**src/design/rtab_config.svh**
```systemverilog
`ifndef RTAB_CONFIG_SVH
`define RTAB_CONFIG_SVH

// Number of replay table slots
`define RTAB_ENTRIES 8

// Slot index width, wide enough for RTAB_ENTRIES
`define RTAB_PTR_W 3

// Cache-line index width
`define RTAB_NLINE_W 10

// Width of the opaque request payload
`define RTAB_PAYLOAD_W 16

`endif

```
**src/design/rtab_pkg.sv**
```systemverilog
`include "rtab_config.svh"

package rtab_pkg;

    typedef logic [`RTAB_PTR_W-1:0]     rtab_ptr_t;
    typedef logic [`RTAB_ENTRIES-1:0]   rtab_vec_t;
    typedef logic [`RTAB_NLINE_W-1:0]   rtab_nline_t;
    typedef logic [`RTAB_PAYLOAD_W-1:0] rtab_payload_t;

    typedef struct packed {
        rtab_nline_t   nline;
        rtab_payload_t payload;
    } rtab_req_t;

    // Pending miss on the line, and miss handler not ready
    typedef struct packed {
        logic mshr_hit;
        logic mshr_not_ready;
    } rtab_deps_t;

    // Per-slot status as seen by the allocator and the pop scheduler
    typedef struct packed {
        logic      valid;
        logic      head;
        logic      tail;
        logic      ready;
        logic      chk_hit;
        logic      chk_tail;
        rtab_ptr_t next;
        logic [2:0] pad;
    } rtab_slot_t;

    typedef enum logic [1:0] {
        POP_HEAD,
        POP_NEXT,
        POP_NEXT_WAIT
    } rtab_pop_state_e;

endpackage

```
**src/design/rtab_alloc.sv**
```systemverilog
`timescale 1ns/1ps
`include "rtab_config.svh"

module rtab_alloc
    import rtab_pkg::*;
(
    input  logic                           clk_i,
    input  logic                           rst_ni,
    input  logic                           alloc_i,
    input  logic                           alloc_link_i,
    input  rtab_slot_t [`RTAB_ENTRIES-1:0] slots_i,
    output logic                           check_hit_o,
    output rtab_vec_t                      alloc_we_o,
    output logic                           alloc_link_o,
    output rtab_vec_t                      link_we_o,
    output rtab_ptr_t                      alloc_ptr_o
);

    localparam int N = `RTAB_ENTRIES;

    rtab_vec_t chk_hit;
    rtab_vec_t chk_tail;
    rtab_vec_t free_1h;
    logic      found;
    logic      alloc;

    always_comb begin
        for (int i = 0; i < N; i++) begin
            chk_hit[i]  = slots_i[i].chk_hit;
            chk_tail[i] = slots_i[i].chk_tail;
        end
    end

    // Lowest free slot wins
    always_comb begin
        found       = 1'b0;
        free_1h     = '0;
        alloc_ptr_o = '0;
        for (int i = 0; i < N; i++) begin
            if (!slots_i[i].valid && !found) begin
                found       = 1'b1;
                free_1h[i]  = 1'b1;
                alloc_ptr_o = rtab_ptr_t'(i);
            end
        end
    end

    assign alloc       = alloc_i || alloc_link_i;
    assign check_hit_o = |chk_hit;
    assign alloc_we_o  = free_1h & {N{alloc}};
    assign link_we_o   = chk_tail & {N{alloc_link_i}};

    // Without a tail to hang on, the new slot becomes a head
    assign alloc_link_o = alloc_link_i && (|chk_tail);

    a_tail_onehot: assert property (@(posedge clk_i) disable iff (!rst_ni)
        $onehot0(chk_tail))
        else $error("rtab_alloc: more than one list tail on the checked line");

    a_one_alloc: assert property (@(posedge clk_i) disable iff (!rst_ni)
        !(alloc_i && alloc_link_i))
        else $error("rtab_alloc: alloc and alloc_link in the same cycle");

    a_link_hit: assert property (@(posedge clk_i) disable iff (!rst_ni)
        alloc_link_i |-> check_hit_o)
        else $error("rtab_alloc: link without a check hit");

    a_not_full: assert property (@(posedge clk_i) disable iff (!rst_ni)
        alloc |-> found)
        else $error("rtab_alloc: allocation while the table is full");

endmodule

```
**config.mk**
```make
export PLATFORM = sky130hd
export DESIGN_NAME = rtab_alloc
export DESIGN_NICKNAME = d
export VERILOG_FILES = /design/src/design/rtab_pkg.sv /design/src/design/rtab_alloc.sv
export VERILOG_INCLUDE_DIRS = /design/src /design/src/design
export SDC_FILE = /design/constraint.sdc
export NUM_CORES = 1
export LEC_CHECK = 0
export BUFFER_PORTS_ARGS = -buffer_cell sky130_fd_sc_hd__buf_2
export CELL_PAD_IN_SITES_DETAIL_PLACEMENT = 1
export CELL_PAD_IN_SITES_GLOBAL_PLACEMENT = 2
export CORE_ASPECT_RATIO = 1.25
export CORE_UTILIZATION = 10
export DETAILED_ROUTE_END_ITERATION = 8
export PLACE_DENSITY = 0.95
export SLEW_MARGIN = 20
export SYNTH_ARGS = -nofsm -noshare
export SYNTH_HDL_FRONTEND = slang
export SYNTH_SLANG_ARGS = --single-unit
```
**constraint.sdc**
```tcl
create_clock -name vclk -period 1.6
set_clock_uncertainty 0.05 [all_clocks]
set_input_delay 0.24 -clock vclk [all_inputs]
set_output_delay 0.24 -clock vclk [all_outputs]
set_load 0.03 [all_outputs]
```
### Word level (Yosys, flattened, before mapping)

Index checks and enable logic that the tools add are counted.

* flip-flop bits (word level): 0
* input port bits: 100
* output and inout port bits: 21
* word-level logic and storage cells: 47

* multiplexer cells: 21
* bitwise logic cells: 2
* reduce and logical (&&, ||, !) cells: 24

Operators with widths (count)
* 3-bit 2-to-1 mux: 6
* 8-bit AND: 2
* 8-bit OR reduction: 2
* 1-bit 2-to-1 mux: 15
* 1-bit zero test: 13
* 1-bit logical AND: 8
* 1-bit logical OR: 1

### Logic depth before layout (Yosys ltp)

* depth in word-level cells: 22
* depth in mapped cells: 3
* depth with buffers taken out: 3

### Worst setup path after synthesis

OpenSTA, ideal clock, no wires.

* path type: input -> output
* from: in alloc_link_i
* to: out alloc_link_o
* data arrival time: 1.181 ns
* required time: 1.310 ns
* path slack: 0.129 ns
* stages on the path: 2
* buffers on the path: 1
* path through: clkbuf_1 a21boi_0

* word-level cells in the longest chain between the ends: 1

Ends and longest elaborated chain
* from (decl): RTL line rtab_alloc.sv:10 `input logic alloc_link_i,`
* 1-bit logical AND: RTL line rtab_alloc.sv:54 `assign alloc_link_o = alloc_link_i && (|chk_tail);`
* to (decl): RTL line rtab_alloc.sv:14 `output logic alloc_link_o,`

Every way passes these cells.

### Final worst setup path

* from: in slots_i[11] in the netlist's numbering
* to: out alloc_we_o[5]

* word-level cells in the longest chain between the ends: 15
* elaborated cells on any way between the ends: 16
* those cells by class: mux: 6; bitwise: 1; reduce/logical: 9

Ends and longest elaborated chain
* from (decl): RTL line rtab_alloc.sv:11 `` input rtab_slot_t [`RTAB_ENTRIES-1:0] slots_i, ``
* 1-bit 2-to-1 mux or 1-bit logical AND (tied branches): RTL line rtab_alloc.sv:40 `if (!slots_i[i].valid && !found) begin`
* 1-bit 2-to-1 mux (*): RTL line rtab_alloc.sv:40
* 1-bit zero test: RTL line rtab_alloc.sv:40
* 1-bit logical AND: RTL line rtab_alloc.sv:40
* 1-bit 2-to-1 mux (*): RTL line rtab_alloc.sv:40
* 1-bit zero test: RTL line rtab_alloc.sv:40
* 1-bit logical AND: RTL line rtab_alloc.sv:40
* 1-bit 2-to-1 mux (*): RTL line rtab_alloc.sv:40
* 1-bit zero test: RTL line rtab_alloc.sv:40
* 1-bit logical AND: RTL line rtab_alloc.sv:40
* 1-bit 2-to-1 mux (*): RTL line rtab_alloc.sv:40
* 1-bit zero test (*): RTL line rtab_alloc.sv:40
* 1-bit logical AND (*): RTL line rtab_alloc.sv:40
* 1-bit 2-to-1 mux (*): RTL line rtab_alloc.sv:40
* 8-bit AND (*): RTL line rtab_alloc.sv:50 `assign alloc_we_o = free_1h & {N{alloc}};`
* to (decl): RTL line rtab_alloc.sv:13 `output rtab_vec_t alloc_we_o,`

Mark *: on every way between the ends. The rest lies on a longest branch, timed or not.

==> flow_metrics.env <==
export IMPL_placed_cells_incl_taps=119
export IMPL_synthToLayoutAreaGrowth_pct=113
export IMPL_max_cap_violations=0
export IMPL_gp_congestion=0.754
export IMPL_cp_required_ns=1.31
export IMPL_placement_row_count=19
export IMPL_detailedPlacementHpwl_um=1060
export IMPL_comb_power_share_pct=100.0
export IMPL_unrepaired_setup_endpoints_after_global_routing="false"
export IMPL_routedWlPerCell_um=9.47
export IMPL_grt_pass1_wl_um=1730
export IMPL_final_common_cell="buf_2"
export IMPL_final_setup_viol_count=0
export IMPL_grtUsageTotal_pct=8.14
export IMPL_switching_power_uw=89.4
export IMPL_postRouteWirelength_um=1130
export IMPL_antenna_found_initial=0
export IMPL_class_of_the_tightest_hold_or_removal_check="in2out"
export IMPL_max_slew_margin_rel_pct=82.4
export IMPL_timing_final_crit_period_ns=1.43
export IMPL_arrival_ns=1.14
export IMPL_detail_route_iter0_violations=1
export IMPL_share_seq_of_total_power_pct=0
export IMPL_die_w_um=46.3
export IMPL_layout_setup_ws_ns=0.165
export IMPL_design_die_area_um2=2660
export IMPL_start_util_pct=10.9
export IMPL_layout_cells_most_common_list="buf_2 (47), and2_1 (8), nor2_1 (7), nand2_1 (6), nor4_1 (4)"
export IMPL_power_per_cell_area_nw_per_um2=277
export IMPL_cts_repair_resize_count=0
export IMPL_synth_cells=41
export IMPL_via_count_of_the_first_global_routing_pass=463
export IMPL_layout_sequential_cells=0
export IMPL_io_pins=121
export IMPL_start_kind="primary input"
export IMPL_synth_cell_types=17
export IMPL_yosysWarningCount=0
export IMPL_p_int_uw=55.2
export IMPL_setup_tns_final_ns=0
export IMPL_yosysSeqAreaShare_pct=0
export IMPL_grt_start_max_net_pins=11
export IMPL_die_y_um=57.4
export IMPL_numPortBuffers=47
export IMPL_fmaxAchievable_mhz=697
export IMPL_clockPowerShare_pct=0
export IMPL_power_share_switching_pct=61.8
export IMPL_ant_nets=0
export IMPL_worstSetupEndpointType="output pin"
export IMPL_synth_cell_area_um2=245
export IMPL_worst_setup_path_startpoint="slots_i[11]"
export IMPL_run_status="finished, final reports clean"
export IMPL_holdCritStartpoint="slots_i[95]"
export IMPL_firstDrtPassIters=2
export IMPL_pre_cts_ws_ns=0.166
export IMPL_power_leakage_uw=0.000288
export IMPL_final_hold_violation_count=0
export IMPL_post_drt_via_cell_ratio=4.12
export IMPL_synthesis_nets=141
export IMPL_tightestPinTransition_ns=0.262
export IMPL_avgSynthCellArea_um2=5.98
export IMPL_fin_cells=119
export IMPL_seq_area_um2=0
export IMPL_peakVddDrop_v=0.0000676
export IMPL_num_antenna_cells=0
export IMPL_coreArea_um2=2260
export IMPL_crit_fanout=6
export IMPL_maxSlewViolCount=0
export IMPL_detailroute_via_count=490
export IMPL_grt_overflow=0
export IMPL_drc_violation_count_after_routing=0
export IMPL_share_of_layout_cells_above_drive_strength_1_pct=60.2
export IMPL_min_period_over_period_pct=89.7
export IMPL_critPathKind="in2out"
export IMPL_clock_buffer_cells=0
export IMPL_postCtsHoldBufs=0
export IMPL_nNetsFinal=190
export IMPL_cts_post_setup_buffers_inserted=0
area by class of cell:
type	count	area, µm²
inverters	1	3.75
well taps	31	38.8
repair buffers	48	243
multi-input cells	39	238
fillers	303	1740
final timing paths:
path	endpoint	slack, ns	depth (start not counted)
max	alloc_we_o[5]	0.17	5
min	alloc_we_o[7]	0.75	3
critical path: stages:
cell      delay [ns]
buf_2           0.14
o211ai_2        0.13
or2_4           0.27
nor3b_2         0.15
buf_2           0.21
synthesized netlist by cell type (all sizes together), types with 2 or more instances:
master	n	area share (%)
nand2	6	9.2
a21boi	2	6.1
nor3b	2	8.2
nor4	4	10
nor3	3	10
and2	8	20
nor2	7	11
nand3	2	4.1
cells by family (layout without fill, tap and decap cells):
group / Yosys count / after routing / synth area share [%]
and+or+nand+nor: 34 / 34 / 79.6
AOI/OAI and AO/OA: 5 / 5 / 17.3
buffers and inverters: 2 / 49 / 3.06
metrics by stage:
step	area (µm²)	hold slack (ns)	util, %	power, µW
floorplan	245	0.498	-	76.5
global placement	523	0.745	23.2	143
detailed placement	523	0.749	23.2	146
CTS	523	0.750	23.2	147
global route	523	0.758	23.2	157
finish	523	0.746	23.2	145
power by group through the flow:
stage               Combinational [µW]  Clock, µW  Sequential [µW]
floorplan                         76.5          0                0
global placement                   143          0                0
detailed placement                 146          0                0
CTS                                147          0                0
global route                       157          0                0
finish                             145          0                0
routing by layer:
metal	up-vias	track usage (%)	wire length (µm)
met2	47	15.7	473
met5	-	0	0
li1	239	-	-
met3	0	3.16	217
met4	0	0	0
met1	204	8.38	437
(Power assumes the default switching activity.)
