## src/design/rtab_config.svh

```systemverilog
`ifndef RTAB_CONFIG_SVH
`define RTAB_CONFIG_SVH

// Number of replay table slots
`define RTAB_ENTRIES 8

// Slot index width, wide enough for RTAB_ENTRIES
`define RTAB_PTR_W 3

// Cache-line index width
`define RTAB_NLINE_W 10

// Width of the opaque request payload
`define RTAB_PAYLOAD_W 16

`endif

```

## src/design/rtab_pkg.sv

```systemverilog
`include "rtab_config.svh"

package rtab_pkg;

    typedef logic [`RTAB_PTR_W-1:0]     rtab_ptr_t;
    typedef logic [`RTAB_ENTRIES-1:0]   rtab_vec_t;
    typedef logic [`RTAB_NLINE_W-1:0]   rtab_nline_t;
    typedef logic [`RTAB_PAYLOAD_W-1:0] rtab_payload_t;

    typedef struct packed {
        rtab_nline_t   nline;
        rtab_payload_t payload;
    } rtab_req_t;

    // Pending miss on the line, and miss handler not ready
    typedef struct packed {
        logic mshr_hit;
        logic mshr_not_ready;
    } rtab_deps_t;

    // Per-slot status as seen by the allocator and the pop scheduler
    typedef struct packed {
        logic      valid;
        logic      head;
        logic      tail;
        logic      ready;
        logic      chk_hit;
        logic      chk_tail;
        rtab_ptr_t next;
        logic [2:0] pad;
    } rtab_slot_t;

    typedef enum logic [1:0] {
        POP_HEAD,
        POP_NEXT,
        POP_NEXT_WAIT
    } rtab_pop_state_e;

endpackage

```

## src/design/rtab_entry.sv

```systemverilog
`timescale 1ns/1ps
`include "rtab_config.svh"

module rtab_entry
    import rtab_pkg::*;
(
    input  logic        clk_i,
    input  logic        rst_ni,
    input  logic        alloc_we_i,
    input  logic        alloc_link_i,
    input  rtab_req_t   alloc_req_i,
    input  rtab_deps_t  alloc_deps_i,
    input  logic        link_we_i,
    input  rtab_ptr_t   alloc_ptr_i,
    input  rtab_nline_t check_nline_i,
    input  logic        refill_i,
    input  rtab_nline_t refill_nline_i,
    input  logic        miss_ready_i,
    input  logic        take_i,
    input  logic        commit_i,
    input  logic        rback_i,
    input  rtab_deps_t  rback_deps_i,
    output rtab_slot_t  slot_o,
    output rtab_req_t   req_o
);

    logic       valid_q;
    logic       head_q;
    logic       tail_q;
    rtab_deps_t deps_q;
    rtab_ptr_t  next_q;
    rtab_req_t  req_q;

    logic       refill_hit;
    logic       chk_hit;

    assign refill_hit = refill_i && (req_q.nline == refill_nline_i);
    assign chk_hit    = valid_q && (req_q.nline == check_nline_i);

    always_ff @(posedge clk_i or negedge rst_ni) begin
        if (!rst_ni) begin
            valid_q <= 1'b0;
            head_q  <= 1'b0;
            tail_q  <= 1'b0;
            deps_q  <= '0;
            next_q  <= '0;
        end else begin
            if (alloc_we_i) begin
                valid_q <= 1'b1;
            end else if (commit_i) begin
                valid_q <= 1'b0;
            end

            // A linked slot waits for the list walk, a new list starts at its head
            if (alloc_we_i) begin
                head_q <= !alloc_link_i;
            end else if (rback_i) begin
                head_q <= 1'b1;
            end else if (take_i) begin
                head_q <= 1'b0;
            end

            if (alloc_we_i) begin
                tail_q <= 1'b1;
            end else if (link_we_i) begin
                tail_q <= 1'b0;
            end

            if (alloc_we_i) begin
                deps_q <= alloc_deps_i;
            end else if (rback_i) begin
                deps_q <= rback_deps_i;
            end else begin
                if (refill_hit) begin
                    deps_q.mshr_hit <= 1'b0;
                end
                if (miss_ready_i) begin
                    deps_q.mshr_not_ready <= 1'b0;
                end
            end

            if (link_we_i) begin
                next_q <= alloc_ptr_i;
            end
        end
    end

    always_ff @(posedge clk_i) begin
        if (alloc_we_i) begin
            req_q <= alloc_req_i;
        end
    end

    // Tail and next already reflect a link made in this cycle, so a walk
    // that takes this slot now continues to the new element
    always_comb begin
        slot_o.valid    = valid_q;
        slot_o.head     = head_q;
        slot_o.tail     = tail_q && !link_we_i;
        slot_o.ready    = valid_q && head_q && !(deps_q.mshr_hit || deps_q.mshr_not_ready);
        slot_o.chk_hit  = chk_hit;
        slot_o.chk_tail = chk_hit && tail_q;
        slot_o.next     = link_we_i ? alloc_ptr_i : next_q;
        slot_o.pad      = '0;
    end

    assign req_o = req_q;

    // Only a slot that was taken earlier may be committed or rolled back
    a_done_on_taken: assert property (@(posedge clk_i) disable iff (!rst_ni)
        (commit_i || rback_i) |-> (valid_q && !head_q))
        else $error("rtab_entry: commit or rollback on a slot that is not in flight");

endmodule

```

## config.mk

```make
export PLATFORM = sky130hd
export DESIGN_NAME = rtab_entry
export DESIGN_NICKNAME = d
export VERILOG_FILES = /design/src/design/rtab_pkg.sv /design/src/design/rtab_entry.sv
export VERILOG_INCLUDE_DIRS = /design/src /design/src/design
export SDC_FILE = /design/constraint.sdc
export NUM_CORES = 1
export LEC_CHECK = 0
export BUFFER_PORTS_ARGS = -buffer_cell sky130_fd_sc_hd__buf_4
export CAP_MARGIN = 20
export CORE_MARGIN = 2
export CORE_UTILIZATION = 43
export DETAILED_ROUTE_END_ITERATION = 12
export PLACE_DENSITY = 0.84
export SLEW_MARGIN = 40
export SYNTH_ARGS = -nofsm -noshare
export SYNTH_HDL_FRONTEND = slang
export SYNTH_SLANG_ARGS = --single-unit
```

## constraint.sdc

```tcl
create_clock -name clk_i -period 1.9 [get_ports clk_i]
set_input_delay 0.285 -clock clk_i [delete_from_list [all_inputs] [get_ports clk_i]]
set_output_delay 0.285 -clock clk_i [all_outputs]
set_load 0.01 [all_outputs]
```

* After elaboration in Yosys (flattened, before gate mapping)
Cells that the tools add are included.
** Cells by class
- Eq/ne operators :: 2
- Muxes and demuxes :: 12
- Reductions and logical operators :: 15
** Operators by type and width (count)
- == test 10 bit :: 2
- 2-to-1 mux 1 bit :: 9
- nonzero test 3 bit :: 3
- logical AND 1 bit :: 6
- 2-to-1 mux 2 bit :: 2
- nonzero test 2 bit :: 2
- logical NOT 1 bit :: 3
- 2-to-1 mux 3 bit :: 1
- logical OR 1 bit :: 1
** Storage, ports and cells
- Register bits after elaboration :: 34
- Input bits :: 63
- Output and inout port bits :: 38
- Logic and storage cells :: 37

* Depth between registers and ports, before layout
- Depth in word-level cells :: 5
- Gate-level depth with buffers :: 4
- Gate-level depth less buffers :: 4

* Least setup slack after synthesis
Ideal clock, no wire load.
- Path type :: register to output
- Start point :: reg req_q, in the netlist req_o[19]
- End point :: out slot_o[6] in the netlist's numbering
- Arrival :: 1.076 ns
- Data required time :: 1.615 ns
- Slack :: 0.539 ns
- Cell stages (with the launch flop) :: 5
- Buffers on the path :: 0
- Cell sequence :: edfxtp_1 > xnor2_1 > nand4_1 > nor3_2 > and2_1
** RTL lines
- start: declaration :: line rtab_entry.sv:32 : rtab_req_t req_q;
- start signal: assignment :: line rtab_entry.sv:90 : req_q <= alloc_req_i;
- end: declaration :: line rtab_entry.sv:23 : output rtab_slot_t slot_o,

==> run_results.csv <==
group,metric,value,unit
worst_setup_path,r2r_slack,0.47,ns
detailed_routing,drc_errors,0,
global_route,track_usage,21.5,%
die,start_util,45.5,%
worst_setup_path,r2r-end,"deps_q[1]",
logic_synthesis,yosysMostFrequentCell,"edfxtp_1",
worst_setup_path,path_class,"flip-flop to output port",
cells_and_area,postLayoutCellArea,2230,um^2
worst_setup_path,start_kind,"flip-flop",
worst_setup_path,cp_cell_sequence,"xnor2_1, nand4_1, nor3_2, and2_1, buf_4",
cells_and_area,drive_above_1_share,57.9,%
cells_and_area,layoutNonFillerInstCount,239,
sta,rsz0062_at_grt,"true",
detailed_routing,dr.first_iter.drc_count,28,
cells_and_area,fin_nets,258,
power_and_ir_drop,power_density,727,nW/um^2
placed_design,dpl_cell_area,2130,um^2
global_route,overflow,0,
clock_tree,clk_latency,0.33,ns
logic_synthesis,ys_ff_latch,34,
run_status,status,"finished, final reports clean",
clock_tree,htreeDepth,2,
detailed_routing,firstDrtPassIters,3,
placed_design,dpl.hpwl,2.98,mm
detailed_routing,ant_nets,0,
worst_setup_path,end_kind,"output port",
power_and_ir_drop,vdd_drop_max,0.000492,V
clock_tree,clk_pin_slew,0.10,ns
worst_hold_path,min_path_cells,2,
worst_setup_path,critPathSlowestCell,"edfxtp_1",
placed_design,dp_cells,227,
clock_tree,clock-sinks,34,
clock_tree,cts_resized,0,
worst_setup_path,r2r_cells,5,
cells_and_area,syn2layout_area_growth,60.4,%
logic_synthesis,async_flop_share,23.5,%
clock_tree,clk_path_buf_depth,2,
power_and_ir_drop,p_total,1.62,mW
worst_setup_path,cp-startpoint,"req_o[21]",
sta,finalCritPeriodShare,96.7,%
die,core,3050,um^2
logic_synthesis,synthCells,90,
worst_setup_path,crit_required,1.62,ns
detailed_routing,viasPerCell,4.74,
sta,max_freq,544,MHz
die,die_area,3700,um^2
detailed_routing,postRouteWirelength,3.71,mm
logic_synthesis,synth.largest_area_cell,"edfxtp_1",
logic_synthesis,synth_warnings,0,
sta,setup_viol,0,
sta,finalHoldViolations,0,
logic_synthesis,ys.flop_type,"edfxtp_1",
cells_and_area,post-route-util,73.0,%
power_and_ir_drop,p_leak,0.976,nW
worst_setup_path,worstPathArrival,1.55,ns
logic_synthesis,synth_area_leaders,"edfxtp_1, dfrtp_1, xnor2_1",
placed_design,portBuffers,97,
die,die_h,60.8,um
clock_tree,root_buffer,"clkbuf_4",
detailed_routing,via_count,1132,
cells_and_area,n_antenna_cell,0,
worst_setup_path,r2r_start,"req_o[23]",
logic_synthesis,synth_cell_types,21,
sta,finClkSkew,0.00599,ns
worst_setup_path,path_max_fanout,3,
worst_hold_path,hp-class,"primary input to flip-flop",
placed_design,gp_congestion,0.739,
logic_synthesis,synth_common_cells,"edfxtp_1, xnor2_1, dfrtp_1",
detailed_routing,wl_per_cell,15.5,um
run,maxCapViolCount,0,
global_route,grt_max_degree,35,
worst_hold_path,worstHoldStart,"alloc_link_i",
logic_synthesis,avgSynthCellArea,15.4,um^2
sta,min_period,1.84,ns
logic_synthesis,synth_top_area_share,56.2,%
worst_setup_path,max_stage_delay,0.47,ns
worst_hold_path,whs_endpoint,"head_q",
global_route,grt_pass1_wl,5.39,mm
global_route,grt_pass1_vias,1211,
clock_tree,numCtsBuffers,5,
sta,drv_slew,0,
die,rows,20,
global_route,antenna_found_initial,0,
sta,whs,0.125,ns
die,fp.dieW,60.8,um
logic_synthesis,synth_edf_count,26,
logic_synthesis,synth_area,1390,um^2
die,io-pin-count,101,
logic_synthesis,ys_seq_area_share,70.6,%
clock_tree,cts_tree,"done",
## layer usage
metal  vias to the layer above  GRT usage (%)  wire length, um
li1                        520              -                -
met5                         -              0                0
met2                        73           37.5             1990
met3                        15           10.7              427
met4                         0           14.3              184
met1                       524           19.4             1110
## worst max-delay path by stage
| stage | to | slack (ns) |
|---|---|---|
| 6_report | slot_o[6] | 0.06 |
| 3_5_place_dp | slot_o[6] | 0.35 |
| 2_1_floorplan | slot_o[6] | 0.54 |
| 5_1_grt | slot_o[6] | -0.05 |
| 3_3_place_gp | slot_o[6] | 0.40 |
| 4_1_cts | slot_o[6] | 0.03 |
## registers in the layout (all words and copies together) (netlist names)
signal and count:
head_q 1, req_o 26, tail_q 1, valid_q 1, deps_q 2, next_q 3
## placed cells by master (no fill, tap or decap), drive strengths merged
master       instances
buf                101
edfxtp              26
xnor2               20
dfrtp                8
clkbuf               5
nand4                4
a21oi                4
mux2                 3
inv                  3
conb                 3
nand2                2
nand3                2
nor2b                2
clkinvlp             2
nor3                 2
and2                 1
a21o                 1
a211oi               1
or2                  1
o311ai               1
nor3b                1
o21ai                1
dlygate4sd3          1
## critical path: cells and delay by family, from the launching register on
family        cells  cell delay [ns]
buf+inv           1             0.11
flops             1             0.47
xor+xnor          1             0.17
simple gates      3             0.47
## logic make-up after synthesis
logic type / after synthesis / share of synthesized area (%)
AO/OA/AOI/OAI: 8 / 3.51
XOR/XNOR: 20 / 12.6
buffers and inverters: 9 / 4.05
flip-flops: 34 / 70.6
multiplexers: 3 / 2.43
other: 1 / 0.270
AND/OR/NAND/NOR: 15 / 6.49
## report_power, final
group | internal (mW) | leakage (nW) | switching, mW
Combinational | 0.206 | 0.607 | 0.132
Sequential | 0.867 | 0.346 | 0.0334
Clock | 0.137 | 0.0233 | 0.243
Total | 1.21 | 0.976 | 0.409
## metrics by stage
stage | setup slack, ns | setup TNS (ns)
after floorplan | 0.539 | 0
after global placement | 0.395 | 0
after detailed placement | 0.352 | 0
after CTS | 0.0285 | 0
after global routing | -0.0455 | -0.0455
final | 0.0627 | 0
## layout make-up
type                    instances  area (um^2)
clock buffers                   5         37.5
clock inverters                 2         15.0
fillers                       217          826
inverters                       3         11.3
multi-input cells              49          359
flip-flops and latches         34          981
well taps                      44         55.1
repair buffers                102          768
## timing repair
action / CTS / global route
setup endpoints to repair: 1 / 1
gates cloned: 0 / 0
setup buffers: 1 / 3
hold buffers: 1 / 0
hold endpoints to repair: 8 / 0
(Power assumes the default switching activity.)
